`config.mk`:
```
export PLATFORM = sky130hd
export DESIGN_NAME = rv_decode_top
export DESIGN_NICKNAME = d
export VERILOG_FILES = /design/src/rv_decode_pkg.sv /design/src/rv_decode_top.sv /design/src/rv_issue_control.sv /design/src/rv_register_file.sv /design/src/rv_scoreboard.sv
export VERILOG_INCLUDE_DIRS = /design/src
export SDC_FILE = /design/constraint.sdc
export NUM_CORES = 2
export LEC_CHECK = 0
export ABC_CLOCK_PERIOD_IN_PS = 13100
export BUFFER_PORTS_ARGS = -buffer_cell sky130_fd_sc_hd__buf_2
export CAP_MARGIN = 0
export CORE_MARGIN = 5
export CORE_UTILIZATION = 37
export CTS_BUF_LIST = sky130_fd_sc_hd__clkbuf_8
export CTS_CLUSTER_SIZE = 24
export DETAILED_ROUTE_END_ITERATION = 12
export PLACE_DENSITY_LB_ADDON = 0.25
export SYNTH_ARGS = -nofsm -noshare
export SYNTH_HDL_FRONTEND = slang
export SYNTH_SLANG_ARGS = --single-unit
```
`constraint.sdc`:
```
create_clock -name clk -period 13.1 [get_ports clk]
set_clock_uncertainty 0.15 [all_clocks]
set_input_delay 1.31 -clock clk [delete_from_list [all_inputs] [get_ports clk]]
set_output_delay 1.31 -clock clk [all_outputs]
set_load 0.03 [all_outputs]
```
`src/rv_decode_params.svh`:
```
/*
 * Width, credit, exit-code and opcode constants for the RV32I decode stage.
 * Include before use in any package, module or testbench.
 */
`ifndef RV_DECODE_PARAMS_SVH
`define RV_DECODE_PARAMS_SVH

`default_nettype none

// Datapath and register file
`define RV_XLEN            32
`define RV_REG_ADDR_WIDTH  5
`define RV_NUM_REGS        32

// Scoreboard, jump epoch and credit counters
`define RV_STATUS_WIDTH    3
`define RV_JUMP_FLAG_WIDTH 2
`define RV_EXEC_CREDITS    4
`define RV_CREDIT_WIDTH    3

// Exit codes and the register read by EBREAK
`define RV_EXIT_ILLEGAL    8'd1
`define RV_EXIT_MULDIV     8'd3
`define RV_EXIT_REG        5'd10

// Base opcodes
`define RV_OPCODE_OP_IMM   7'b0010011
`define RV_OPCODE_OP       7'b0110011
`define RV_OPCODE_LUI      7'b0110111
`define RV_OPCODE_AUIPC    7'b0010111
`define RV_OPCODE_JAL      7'b1101111
`define RV_OPCODE_JALR     7'b1100111
`define RV_OPCODE_BRANCH   7'b1100011
`define RV_OPCODE_LOAD     7'b0000011
`define RV_OPCODE_STORE    7'b0100011
`define RV_OPCODE_SYSTEM   7'b1110011

// M extension marker and EBREAK immediate
`define RV_FUNCT7_MULDIV   7'd1
`define RV_FUNCT12_EBREAK  12'd1

`default_nettype wire

`endif

```
`src/rv_decode_pkg.sv`:
```
/*
 * Shared vector types and the decode state encoding.
 * Imported by the decode RTL and its testbench.
 */
`include "rv_decode_params.svh"
`default_nettype none

package rv_decode_pkg;

    // Instruction word, register value or program counter
    typedef logic [`RV_XLEN-1:0] rv_word_t;

    // Register index
    typedef logic [`RV_REG_ADDR_WIDTH-1:0] rv_reg_addr_t;

    // Per-register write counter in the scoreboard
    typedef logic [`RV_STATUS_WIDTH-1:0] rv_reg_status_t;

    // Jump epoch tag carried with each instruction
    typedef logic [`RV_JUMP_FLAG_WIDTH-1:0] rv_jump_flag_t;

    // Execute credit count
    typedef logic [`RV_CREDIT_WIDTH-1:0] rv_credit_t;

    // Program exit code
    typedef logic [7:0] rv_exit_code_t;

    // Reset sweep, normal issue, halted
    typedef enum logic [1:0] {
        RV_DECODE_RESET,
        RV_DECODE_NORMAL,
        RV_DECODE_EXIT
    } rv_decode_state_t;

endpackage

`default_nettype wire

```
`src/rv_decode_top.sv`:
```
/*
 * Decode and issue stage of the RV32I core: control, register file and scoreboard.
 * Fetch feeds it by valid/ready, execute takes commands against credits.
 */
`timescale 1ns/1ps
`include "rv_decode_params.svh"
`default_nettype none

module rv_decode_top (
    input  wire logic                          clk,
    input  wire logic                          rst_n,

    input  wire logic                          instr_valid,
    input  wire rv_decode_pkg::rv_word_t       instr_data,
    input  wire rv_decode_pkg::rv_word_t       instr_pc,
    input  wire rv_decode_pkg::rv_jump_flag_t  instr_jump_flag,
    output logic                               instr_ready,

    input  wire logic                          jump_valid,
    input  wire logic                          jump_mispredict,

    input  wire logic                          wb_valid,
    input  wire rv_decode_pkg::rv_reg_addr_t   wb_addr,
    input  wire rv_decode_pkg::rv_word_t       wb_value,

    input  wire logic                          exec_credit_return,
    output logic                               exec_valid,
    output rv_decode_pkg::rv_word_t            exec_instr,
    output rv_decode_pkg::rv_word_t            exec_pc,
    output rv_decode_pkg::rv_word_t            exec_rs1_value,
    output rv_decode_pkg::rv_word_t            exec_rs2_value,
    output rv_decode_pkg::rv_reg_addr_t        exec_rd_addr,
    output rv_decode_pkg::rv_jump_flag_t       exec_jump_flag,
    output logic                               exec_halt,

    output logic                               exit_flag,
    output rv_decode_pkg::rv_exit_code_t       exit_code,
    output rv_decode_pkg::rv_word_t            retired_count
);
    import rv_decode_pkg::*;

    // Register file port
    logic rf_write_en;
    rv_reg_addr_t rf_write_addr;
    rv_word_t rf_write_value;
    rv_reg_addr_t rs1_addr;
    rv_reg_addr_t rs2_addr;
    rv_word_t rs1_value;
    rv_word_t rs2_value;

    // Scoreboard port
    rv_reg_addr_t rd_addr;
    logic rs1_ready;
    logic rs2_ready;
    logic rd_ready;
    logic clear_en;
    rv_reg_addr_t clear_addr;
    logic issue_en;
    rv_reg_addr_t issue_addr;
    logic retire_en;
    rv_reg_addr_t retire_addr;

    rv_issue_control u_control (
        .clk, .rst_n,
        .instr_valid, .instr_data, .instr_pc, .instr_jump_flag, .instr_ready,
        .jump_valid, .jump_mispredict,
        .wb_valid, .wb_addr, .wb_value,
        .exec_credit_return, .exec_valid, .exec_instr, .exec_pc,
        .exec_rs1_value, .exec_rs2_value, .exec_rd_addr, .exec_jump_flag, .exec_halt,
        .exit_flag, .exit_code, .retired_count,
        .rf_write_en, .rf_write_addr, .rf_write_value,
        .rs1_addr, .rs2_addr, .rs1_value, .rs2_value,
        .rd_addr, .rs1_ready, .rs2_ready, .rd_ready,
        .clear_en, .clear_addr, .issue_en, .issue_addr, .retire_en, .retire_addr
    );

    rv_register_file u_register_file (
        .clk,
        .rf_write_en, .rf_write_addr, .rf_write_value,
        .rs1_addr, .rs2_addr, .rs1_value, .rs2_value
    );

    rv_scoreboard u_scoreboard (
        .clk,
        .clear_en, .clear_addr,
        .issue_en, .issue_addr,
        .retire_en, .retire_addr,
        .rs1_addr, .rs2_addr, .rd_addr,
        .rs1_ready, .rs2_ready, .rd_ready
    );

endmodule

`default_nettype wire

```
`src/rv_issue_control.sv`:
```
/*
 * Decode FSM and issue logic: reset sweep, hazard and credit checks, jump flush
 * and exit detection, with one registered command stage toward execute.
 */
`timescale 1ns/1ps
`include "rv_decode_params.svh"
`default_nettype none

module rv_issue_control (
    input  wire logic                          clk,
    input  wire logic                          rst_n,

    // Instruction from fetch
    input  wire logic                          instr_valid,
    input  wire rv_decode_pkg::rv_word_t       instr_data,
    input  wire rv_decode_pkg::rv_word_t       instr_pc,
    input  wire rv_decode_pkg::rv_jump_flag_t  instr_jump_flag,
    output logic                               instr_ready,

    // Branch resolution and writeback
    input  wire logic                          jump_valid,
    input  wire logic                          jump_mispredict,
    input  wire logic                          wb_valid,
    input  wire rv_decode_pkg::rv_reg_addr_t   wb_addr,
    input  wire rv_decode_pkg::rv_word_t       wb_value,

    // Execute command, credit flow control
    input  wire logic                          exec_credit_return,
    output logic                               exec_valid,
    output rv_decode_pkg::rv_word_t            exec_instr,
    output rv_decode_pkg::rv_word_t            exec_pc,
    output rv_decode_pkg::rv_word_t            exec_rs1_value,
    output rv_decode_pkg::rv_word_t            exec_rs2_value,
    output rv_decode_pkg::rv_reg_addr_t        exec_rd_addr,
    output rv_decode_pkg::rv_jump_flag_t       exec_jump_flag,
    output logic                               exec_halt,

    // Status
    output logic                               exit_flag,
    output rv_decode_pkg::rv_exit_code_t       exit_code,
    output rv_decode_pkg::rv_word_t            retired_count,

    // Register file
    output logic                               rf_write_en,
    output rv_decode_pkg::rv_reg_addr_t        rf_write_addr,
    output rv_decode_pkg::rv_word_t            rf_write_value,
    output rv_decode_pkg::rv_reg_addr_t        rs1_addr,
    output rv_decode_pkg::rv_reg_addr_t        rs2_addr,
    input  wire rv_decode_pkg::rv_word_t       rs1_value,
    input  wire rv_decode_pkg::rv_word_t       rs2_value,

    // Scoreboard
    output rv_decode_pkg::rv_reg_addr_t        rd_addr,
    input  wire logic                          rs1_ready,
    input  wire logic                          rs2_ready,
    input  wire logic                          rd_ready,
    output logic                               clear_en,
    output rv_decode_pkg::rv_reg_addr_t        clear_addr,
    output logic                               issue_en,
    output rv_decode_pkg::rv_reg_addr_t        issue_addr,
    output logic                               retire_en,
    output rv_decode_pkg::rv_reg_addr_t        retire_addr
);
    import rv_decode_pkg::*;

    logic [6:0] opcode;
    logic [6:0] funct7;
    logic [11:0] funct12;
    rv_reg_addr_t rd_field;
    rv_reg_addr_t rs1_field;
    rv_reg_addr_t rs2_field;

    rv_decode_state_t state;
    rv_decode_state_t next_state;
    rv_reg_addr_t reset_counter;
    rv_jump_flag_t jump_flag;
    rv_credit_t credits;

    logic in_reset;
    logic flush;
    logic issuable;
    logic issue_fire;
    logic is_illegal;
    logic is_muldiv;
    logic is_ebreak;
    logic writes_rd;
    logic decode_exit;
    logic wb_write;
    rv_exit_code_t next_exit_code;

    // Instruction fields
    assign opcode    = instr_data[6:0];
    assign rd_field  = instr_data[11:7];
    assign rs1_field = instr_data[19:15];
    assign rs2_field = instr_data[24:20];
    assign funct7    = instr_data[31:25];
    assign funct12   = instr_data[31:20];

    always_comb begin
        case (opcode)
            `RV_OPCODE_OP_IMM, `RV_OPCODE_OP, `RV_OPCODE_LUI, `RV_OPCODE_AUIPC,
            `RV_OPCODE_JAL, `RV_OPCODE_JALR, `RV_OPCODE_BRANCH, `RV_OPCODE_LOAD,
            `RV_OPCODE_STORE, `RV_OPCODE_SYSTEM: is_illegal = 1'b0;
            default: is_illegal = 1'b1;
        endcase
    end

    assign is_muldiv = (opcode == `RV_OPCODE_OP) && (funct7 == `RV_FUNCT7_MULDIV);
    assign is_ebreak = (opcode == `RV_OPCODE_SYSTEM) && (funct12 == `RV_FUNCT12_EBREAK);
    assign decode_exit = is_illegal || is_muldiv || is_ebreak;
    assign writes_rd = (opcode != `RV_OPCODE_BRANCH) && (opcode != `RV_OPCODE_STORE) &&
                       (opcode != `RV_OPCODE_SYSTEM);

    always_comb begin
        if (is_illegal) begin
            next_exit_code = `RV_EXIT_ILLEGAL;
        end else if (is_muldiv) begin
            next_exit_code = `RV_EXIT_MULDIV;
        end else begin
            // EBREAK returns the low byte of x10
            next_exit_code = rs1_value[7:0];
        end
    end

    // Operand lookup, EBREAK reads the exit register instead of rs1
    assign rs1_addr = is_ebreak ? `RV_EXIT_REG : rs1_field;
    assign rs2_addr = rs2_field;
    assign rd_addr  = rd_field;

    // Handshake
    assign in_reset = (state == RV_DECODE_RESET);
    assign flush = (instr_jump_flag != jump_flag);
    assign issuable = rs1_ready && rs2_ready && rd_ready && (credits != '0);

    always_comb begin
        case (state)
            RV_DECODE_NORMAL: instr_ready = flush || issuable;
            RV_DECODE_EXIT:   instr_ready = 1'b1;
            default:          instr_ready = 1'b0;
        endcase
    end

    // Consumed, not flushed and not halted
    assign issue_fire = instr_valid && instr_ready && (state == RV_DECODE_NORMAL) && !flush;

    always_comb begin
        next_state = state;
        case (state)
            RV_DECODE_RESET: begin
                if (reset_counter == rv_reg_addr_t'(`RV_NUM_REGS - 1)) begin
                    next_state = RV_DECODE_NORMAL;
                end
            end
            RV_DECODE_NORMAL: begin
                if (issue_fire && decode_exit) begin
                    next_state = RV_DECODE_EXIT;
                end
            end
            default: next_state = state;
        endcase
    end

    // Scoreboard bookkeeping
    assign issue_en   = issue_fire && writes_rd && !decode_exit && (rd_field != '0);
    assign issue_addr = rd_field;
    assign wb_write   = wb_valid && (wb_addr != '0);
    assign retire_en  = wb_write && !in_reset;
    assign retire_addr = wb_addr;
    assign clear_en   = in_reset;
    assign clear_addr = reset_counter;

    // Sweep writes zeros, then the port belongs to writebacks
    assign rf_write_en    = in_reset || wb_write;
    assign rf_write_addr  = in_reset ? reset_counter : wb_addr;
    assign rf_write_value = in_reset ? '0 : wb_value;

    assign exit_flag = (state == RV_DECODE_EXIT);

    always_ff @(posedge clk) begin
        if (!rst_n) begin
            state         <= RV_DECODE_RESET;
            reset_counter <= '0;
            jump_flag     <= '0;
            credits       <= rv_credit_t'(`RV_EXEC_CREDITS);
            exec_valid    <= 1'b0;
            exit_code     <= '0;
            retired_count <= '0;
        end else begin
            state <= next_state;
            if (in_reset) begin
                reset_counter <= reset_counter + 1'b1;
            end
            // New epoch on a mispredict
            if (jump_valid && jump_mispredict) begin
                jump_flag <= jump_flag + 1'b1;
            end
            // Credit taken at the consuming edge, returned by execute
            credits <= credits - rv_credit_t'(issue_fire) + rv_credit_t'(exec_credit_return);
            exec_valid <= issue_fire;
            if (issue_fire) begin
                retired_count <= retired_count + 1'b1;
            end
            if (issue_fire && decode_exit) begin
                exit_code <= next_exit_code;
            end
        end
    end

    // Command payload, qualified by exec_valid
    always_ff @(posedge clk) begin
        if (issue_fire) begin
            exec_instr     <= instr_data;
            exec_pc        <= instr_pc;
            exec_rs1_value <= rs1_value;
            exec_rs2_value <= rs2_value;
            exec_rd_addr   <= writes_rd ? rd_field : '0;
            exec_jump_flag <= jump_flag;
            exec_halt      <= decode_exit;
        end
    end

endmodule

`default_nettype wire

```
`src/rv_register_file.sv`:
```
/*
 * 32-entry integer register file, one write port and two combinational reads.
 * Cleared by the decode reset sweep, no reset of its own.
 */
`timescale 1ns/1ps
`include "rv_decode_params.svh"
`default_nettype none

module rv_register_file (
    input  wire logic                         clk,

    // Write port
    input  wire logic                         rf_write_en,
    input  wire rv_decode_pkg::rv_reg_addr_t  rf_write_addr,
    input  wire rv_decode_pkg::rv_word_t      rf_write_value,

    // Read ports
    input  wire rv_decode_pkg::rv_reg_addr_t  rs1_addr,
    input  wire rv_decode_pkg::rv_reg_addr_t  rs2_addr,
    output rv_decode_pkg::rv_word_t           rs1_value,
    output rv_decode_pkg::rv_word_t           rs2_value
);
    import rv_decode_pkg::*;

    rv_word_t regs [`RV_NUM_REGS];

    // x0 is never written outside the sweep, so it reads back as zero
    always_ff @(posedge clk) begin
        if (rf_write_en) begin
            regs[rf_write_addr] <= rf_write_value;
        end
    end

    // No bypass, a write is seen from the next cycle
    assign rs1_value = regs[rs1_addr];
    assign rs2_value = regs[rs2_addr];

endmodule

`default_nettype wire

```
`src/rv_scoreboard.sv`:
```
/*
 * Front/rear write counters per register, one pair per architectural register.
 * Front counts issued writers, rear counts writebacks; equal means no write pending.
 */
`timescale 1ns/1ps
`include "rv_decode_params.svh"
`default_nettype none

module rv_scoreboard (
    input  wire logic                         clk,

    // Reset sweep
    input  wire logic                         clear_en,
    input  wire rv_decode_pkg::rv_reg_addr_t  clear_addr,

    // Writer issued by decode
    input  wire logic                         issue_en,
    input  wire rv_decode_pkg::rv_reg_addr_t  issue_addr,

    // Writeback from the back end
    input  wire logic                         retire_en,
    input  wire rv_decode_pkg::rv_reg_addr_t  retire_addr,

    // Operands of the instruction at decode
    input  wire rv_decode_pkg::rv_reg_addr_t  rs1_addr,
    input  wire rv_decode_pkg::rv_reg_addr_t  rs2_addr,
    input  wire rv_decode_pkg::rv_reg_addr_t  rd_addr,
    output logic                              rs1_ready,
    output logic                              rs2_ready,
    output logic                              rd_ready
);
    import rv_decode_pkg::*;

    // Largest number of writes that may be outstanding per register
    localparam rv_reg_status_t STATUS_MAX = '1;

    rv_reg_status_t front [`RV_NUM_REGS];
    rv_reg_status_t rear [`RV_NUM_REGS];
    rv_reg_status_t rd_pending;

    // Clear comes last so the sweep wins over any stray update
    always_ff @(posedge clk) begin
        if (issue_en) begin
            front[issue_addr] <= front[issue_addr] + 1'b1;
        end
        if (clear_en) begin
            front[clear_addr] <= '0;
        end
    end

    always_ff @(posedge clk) begin
        if (retire_en) begin
            rear[retire_addr] <= rear[retire_addr] + 1'b1;
        end
        if (clear_en) begin
            rear[clear_addr] <= '0;
        end
    end

    // Sources need every pending write to have landed
    assign rs1_ready = (front[rs1_addr] == rear[rs1_addr]);
    assign rs2_ready = (front[rs2_addr] == rear[rs2_addr]);

    // Modular difference, kept below max so the front never laps the rear
    assign rd_pending = front[rd_addr] - rear[rd_addr];
    assign rd_ready = (rd_pending < STATUS_MAX);

endmodule

`default_nettype wire

```
==> impl_results.md <==
- Worst Max-Slew Pin Slew: 1290 ps
- GRT Residual Overflow: 0
- DR top layer: met5
- XOR/XNOR share of the synthesized area: 0.00274
- Simple-Gate Fraction of Synth Area: 0.0815
- Initial antenna violation count: 18
- Number of buffers created by CTS: 228
- Ys flop type: edfxtp_1
- CTS hold repair buffers: 0
- Clock buffer depth: 3
- Vias in the first global route: 44786
- Pre-CTS setup slack: 4680 ps
- Violated checks: DRC
- CP Cell Sequence: buf_6 > or4_4 > or4_1 > o21ai_4 > buf_4 > nand2_1 > a2111oi_0 > nor2_1 > o22ai_1 > xor2_1 > nor3_1 > o31a_1 > o21a_1 > buf_2
- Total length of routed met3 wires: 20300 µm
- Area of the multi-input gates: 0.0243 mm²
- Startpoint types: primary input
- CP arrival: 6060 ps
- Cell variety after synth: 68
- Max stage delay on crit path: 770 ps
- Die Ht: 436 µm
- Mux cell area share after synthesis: 0.179
- EDFF count, synth: 1352
- Metal1 wirelength: 89300 µm
- Synth Register Bits: 1405
- Synth async-reset ratio: 0
- Synth warnings: 0
- Final routed DRC violation total: 2
- Setup repair after global routing missed its margin: no
- Top cells by area, synth: edfxtp_1 60%, mux4_2 16%, nand2_1 3.6%, o21ai_0 2.0%, o221ai_1 1.7%
- Synth Instances: 4579
- Fmax: 0.133 GHz
- DP HPWL: 124000 µm
- Die footprint: 0.190 mm²
- Leak: 0.0251 µW
- PortBufs: 288
- Clock transition at path regs: 60 ps
- Post-Route WL: 224000 µm
- First-pass GRT wire length: 321000 µm
- CP required: 11640 ps
- Initial Util: 0.372
- Top cell family by delay on the critical path: simple AND/OR/NAND/NOR gates
- Layout area overhead: 12.8%
- Syn Nets: 4702
- Sequential cell area: 0.0417 mm²
- Final WS setup: 5580 ps
- Largest net degree at the start of global routing: 193
- Mapped cell area: 0.0671 mm²
- Setup TNS: 0 ps
- Gr usage total: 0.229
- I/O pins: 289
- # rows: 156
- Remaining antenna violation count after routing: 0
- Post-synthesis sequential area ratio: 0.621
- Initial DRC count: 5479
- Root buf cell: clkbuf_8
- Tcrit/Tclk final: 0.574
- Worst vdd ir: 0.0778 mV
- Crit path max fanout: 54
- Hold WS: 321 ps
- Vias: 45595
- Crit end category: output port
- WP buf/inv: 3
- Share of layout cells above drive strength 1: 0.260
- Synth area leader: edfxtp_1
- Status: complete, but fails checks
- Die W: 436 µm
- Clock Latency Late Sink: 1000 ps
- Number of iterations in the first detailed-routing pass: 10
- Placer congestion estimate: 0.893
- Nets: 4928
- Critical-path top delay cell: or4_1
- Most frequent cells in the layout: 1352 x edfxtp_1, 641 x nand2_1, 485 x mux4_2
- Most common cell after layout, fill and taps aside: edfxtp_1
- Synth top area share: 0.605
- Clock Sinks: 1405
- Power Density: 125 mW/mm²
- Mean post-synth cell area: 14.7 µm²
- Post-DR wirelength/cell: 30.3 µm
- Combinational family with the most area after synthesis: multiplexers
- Resize count post-CTS: 0
- Met2 routed WL: 105000 µm
- Fin. max-slew vios: 0
- Kind of critical path: in -> out
- # setup viols final: 0
- H-Tree Depth: 4
- CTS tree: built
- Adder-cell share of the synthesized area: 0.00265
- Total power: 9460 µW
- Slew HR: 0.138
- Fin area: 0.0757 mm²
- Fin crit period: 7520 ps
- Placed Area: 0.0713 mm²
- Max-cap viol count: 0
- Fillers: 16344
- Via-to-Cell Ratio: 6.17
- Core area: 0.181 mm²
- Hold Crit Class: reg -> reg
- Compound-Gate Fraction of Synth Area: 0.0899
- Setup bufs post-CTS: 0
- Final hold violations: 0
==> worst register-to-register path, delay by kind of cell (launching register included) <==
kind / cells / cell delay, ps
buffers and inverters: 6 / 1280
DFF: 1 / 460
and+or+nand+nor: 6 / 820
adders and majority gates: 5 / 1460
muxes: 2 / 970
AOI/OAI and AO/OA: 1 / 220
xor gates and xnor gates: 4 / 650
==> cell usage after synthesis, types with 5 or more instances <==
cell type	instances
o21ai_0	271
a211oi_1	84
nand4_1	27
o32ai_1	7
ha_1	11
mux4_2	485
o2111ai_1	7
nor4_1	5
nand3_1	68
nand2_1	643
xnor2_1	8
or4_1	7
nor2b_1	40
nand2b_1	23
o221ai_1	130
a21oi_1	97
inv_1	28
o41ai_1	8
a311oi_1	120
xor2_1	13
clkbuf_1	289
and3_1	120
nor3_1	15
buf_1	85
mux2_2	48
mux2i_1	53
dfxtp_1	53
buf_2	15
edfxtp_1	1352
a22oi_1	7
o22ai_1	15
a31oi_1	11
o21a_1	11
and2_1	12
o211ai_1	32
nor2_1	282
a221oi_1	7
o31ai_1	27
==> final cells by class <==
type | count | share of cell area
diodes | 34 | 0.00112
repair buffers | 386 | 0.0301
clock inverters | 186 | 0.0153
multi-input cells | 2751 | 0.321
flip-flops and latches | 1405 | 0.550
well taps | 2370 | 0.0392
inverters | 33 | 0.00182
clock buffers | 230 | 0.0418
==> routing by layer <==
metal  track usage  vias to the layer above
li1              -                    18966
met1         0.306                    23445
met2         0.364                     2720
met3        0.0487                      460
met4        0.0965                        4
met5             0                        -
==> per-stage QoR <==
| step | cells | utilization |
|---|---|---|
| floorplan | 4579 | - |
| global placement | 6945 | 0.395 |
| detailed placement | 6945 | 0.395 |
| CTS | 7361 | 0.419 |
| global route | 7393 | 0.419 |
| finish | 7395 | 0.419 |
==> cells by family (layout without fill, tap and decap cells) <==
logic type,count (synthesis),count (layout)
and+or+nand+nor,1256,1256
buffers and inverters,423,835
AOI/OAI and AO/OA,875,875
DFF,1405,1405
other,0,34
adders and majority gates,13,13
muxes,586,586
xor gates and xnor gates,21,21
==> flip-flops by register name, indices dropped and copies added (netlist names), 5 cells and up <==
register                  flops
u_control.clear_addr          5
u_control.exec_instr         32
u_control.exec_pc            32
u_control.exec_rd_addr        5
u_control.exec_rs1_value     32
u_control.exec_rs2_value     32
u_control.exit_code           8
u_control.retired_count      32
u_register_file.regs       1024
u_scoreboard.front           96
u_scoreboard.rear            96
==> worst paths after layout <==
| kind | startpoint | end | slack (ps) | cells after the start |
|---|---|---|---|---|
| worst min register to register | u_control.exit_code[2] | u_control.exit_code[2] | 320 | 2 |
| worst max-delay path | instr_data[22] | instr_ready | 5580 | 14 |
| worst min-delay path | u_control.exit_code[2] | u_control.exit_code[2] | 320 | 2 |
| worst max register to register | u_scoreboard.front[30][0] | u_control.credits[2] | 6950 | 24 |
==> power breakdown <==
part	switching, µW	total (µW)	internal [µW]
Combinational	514	837	324
Sequential	26.2	4940	4920
Clock	1850	3680	1830
Total	2390	9460	7070
Power figures use the tool's default switching activity.
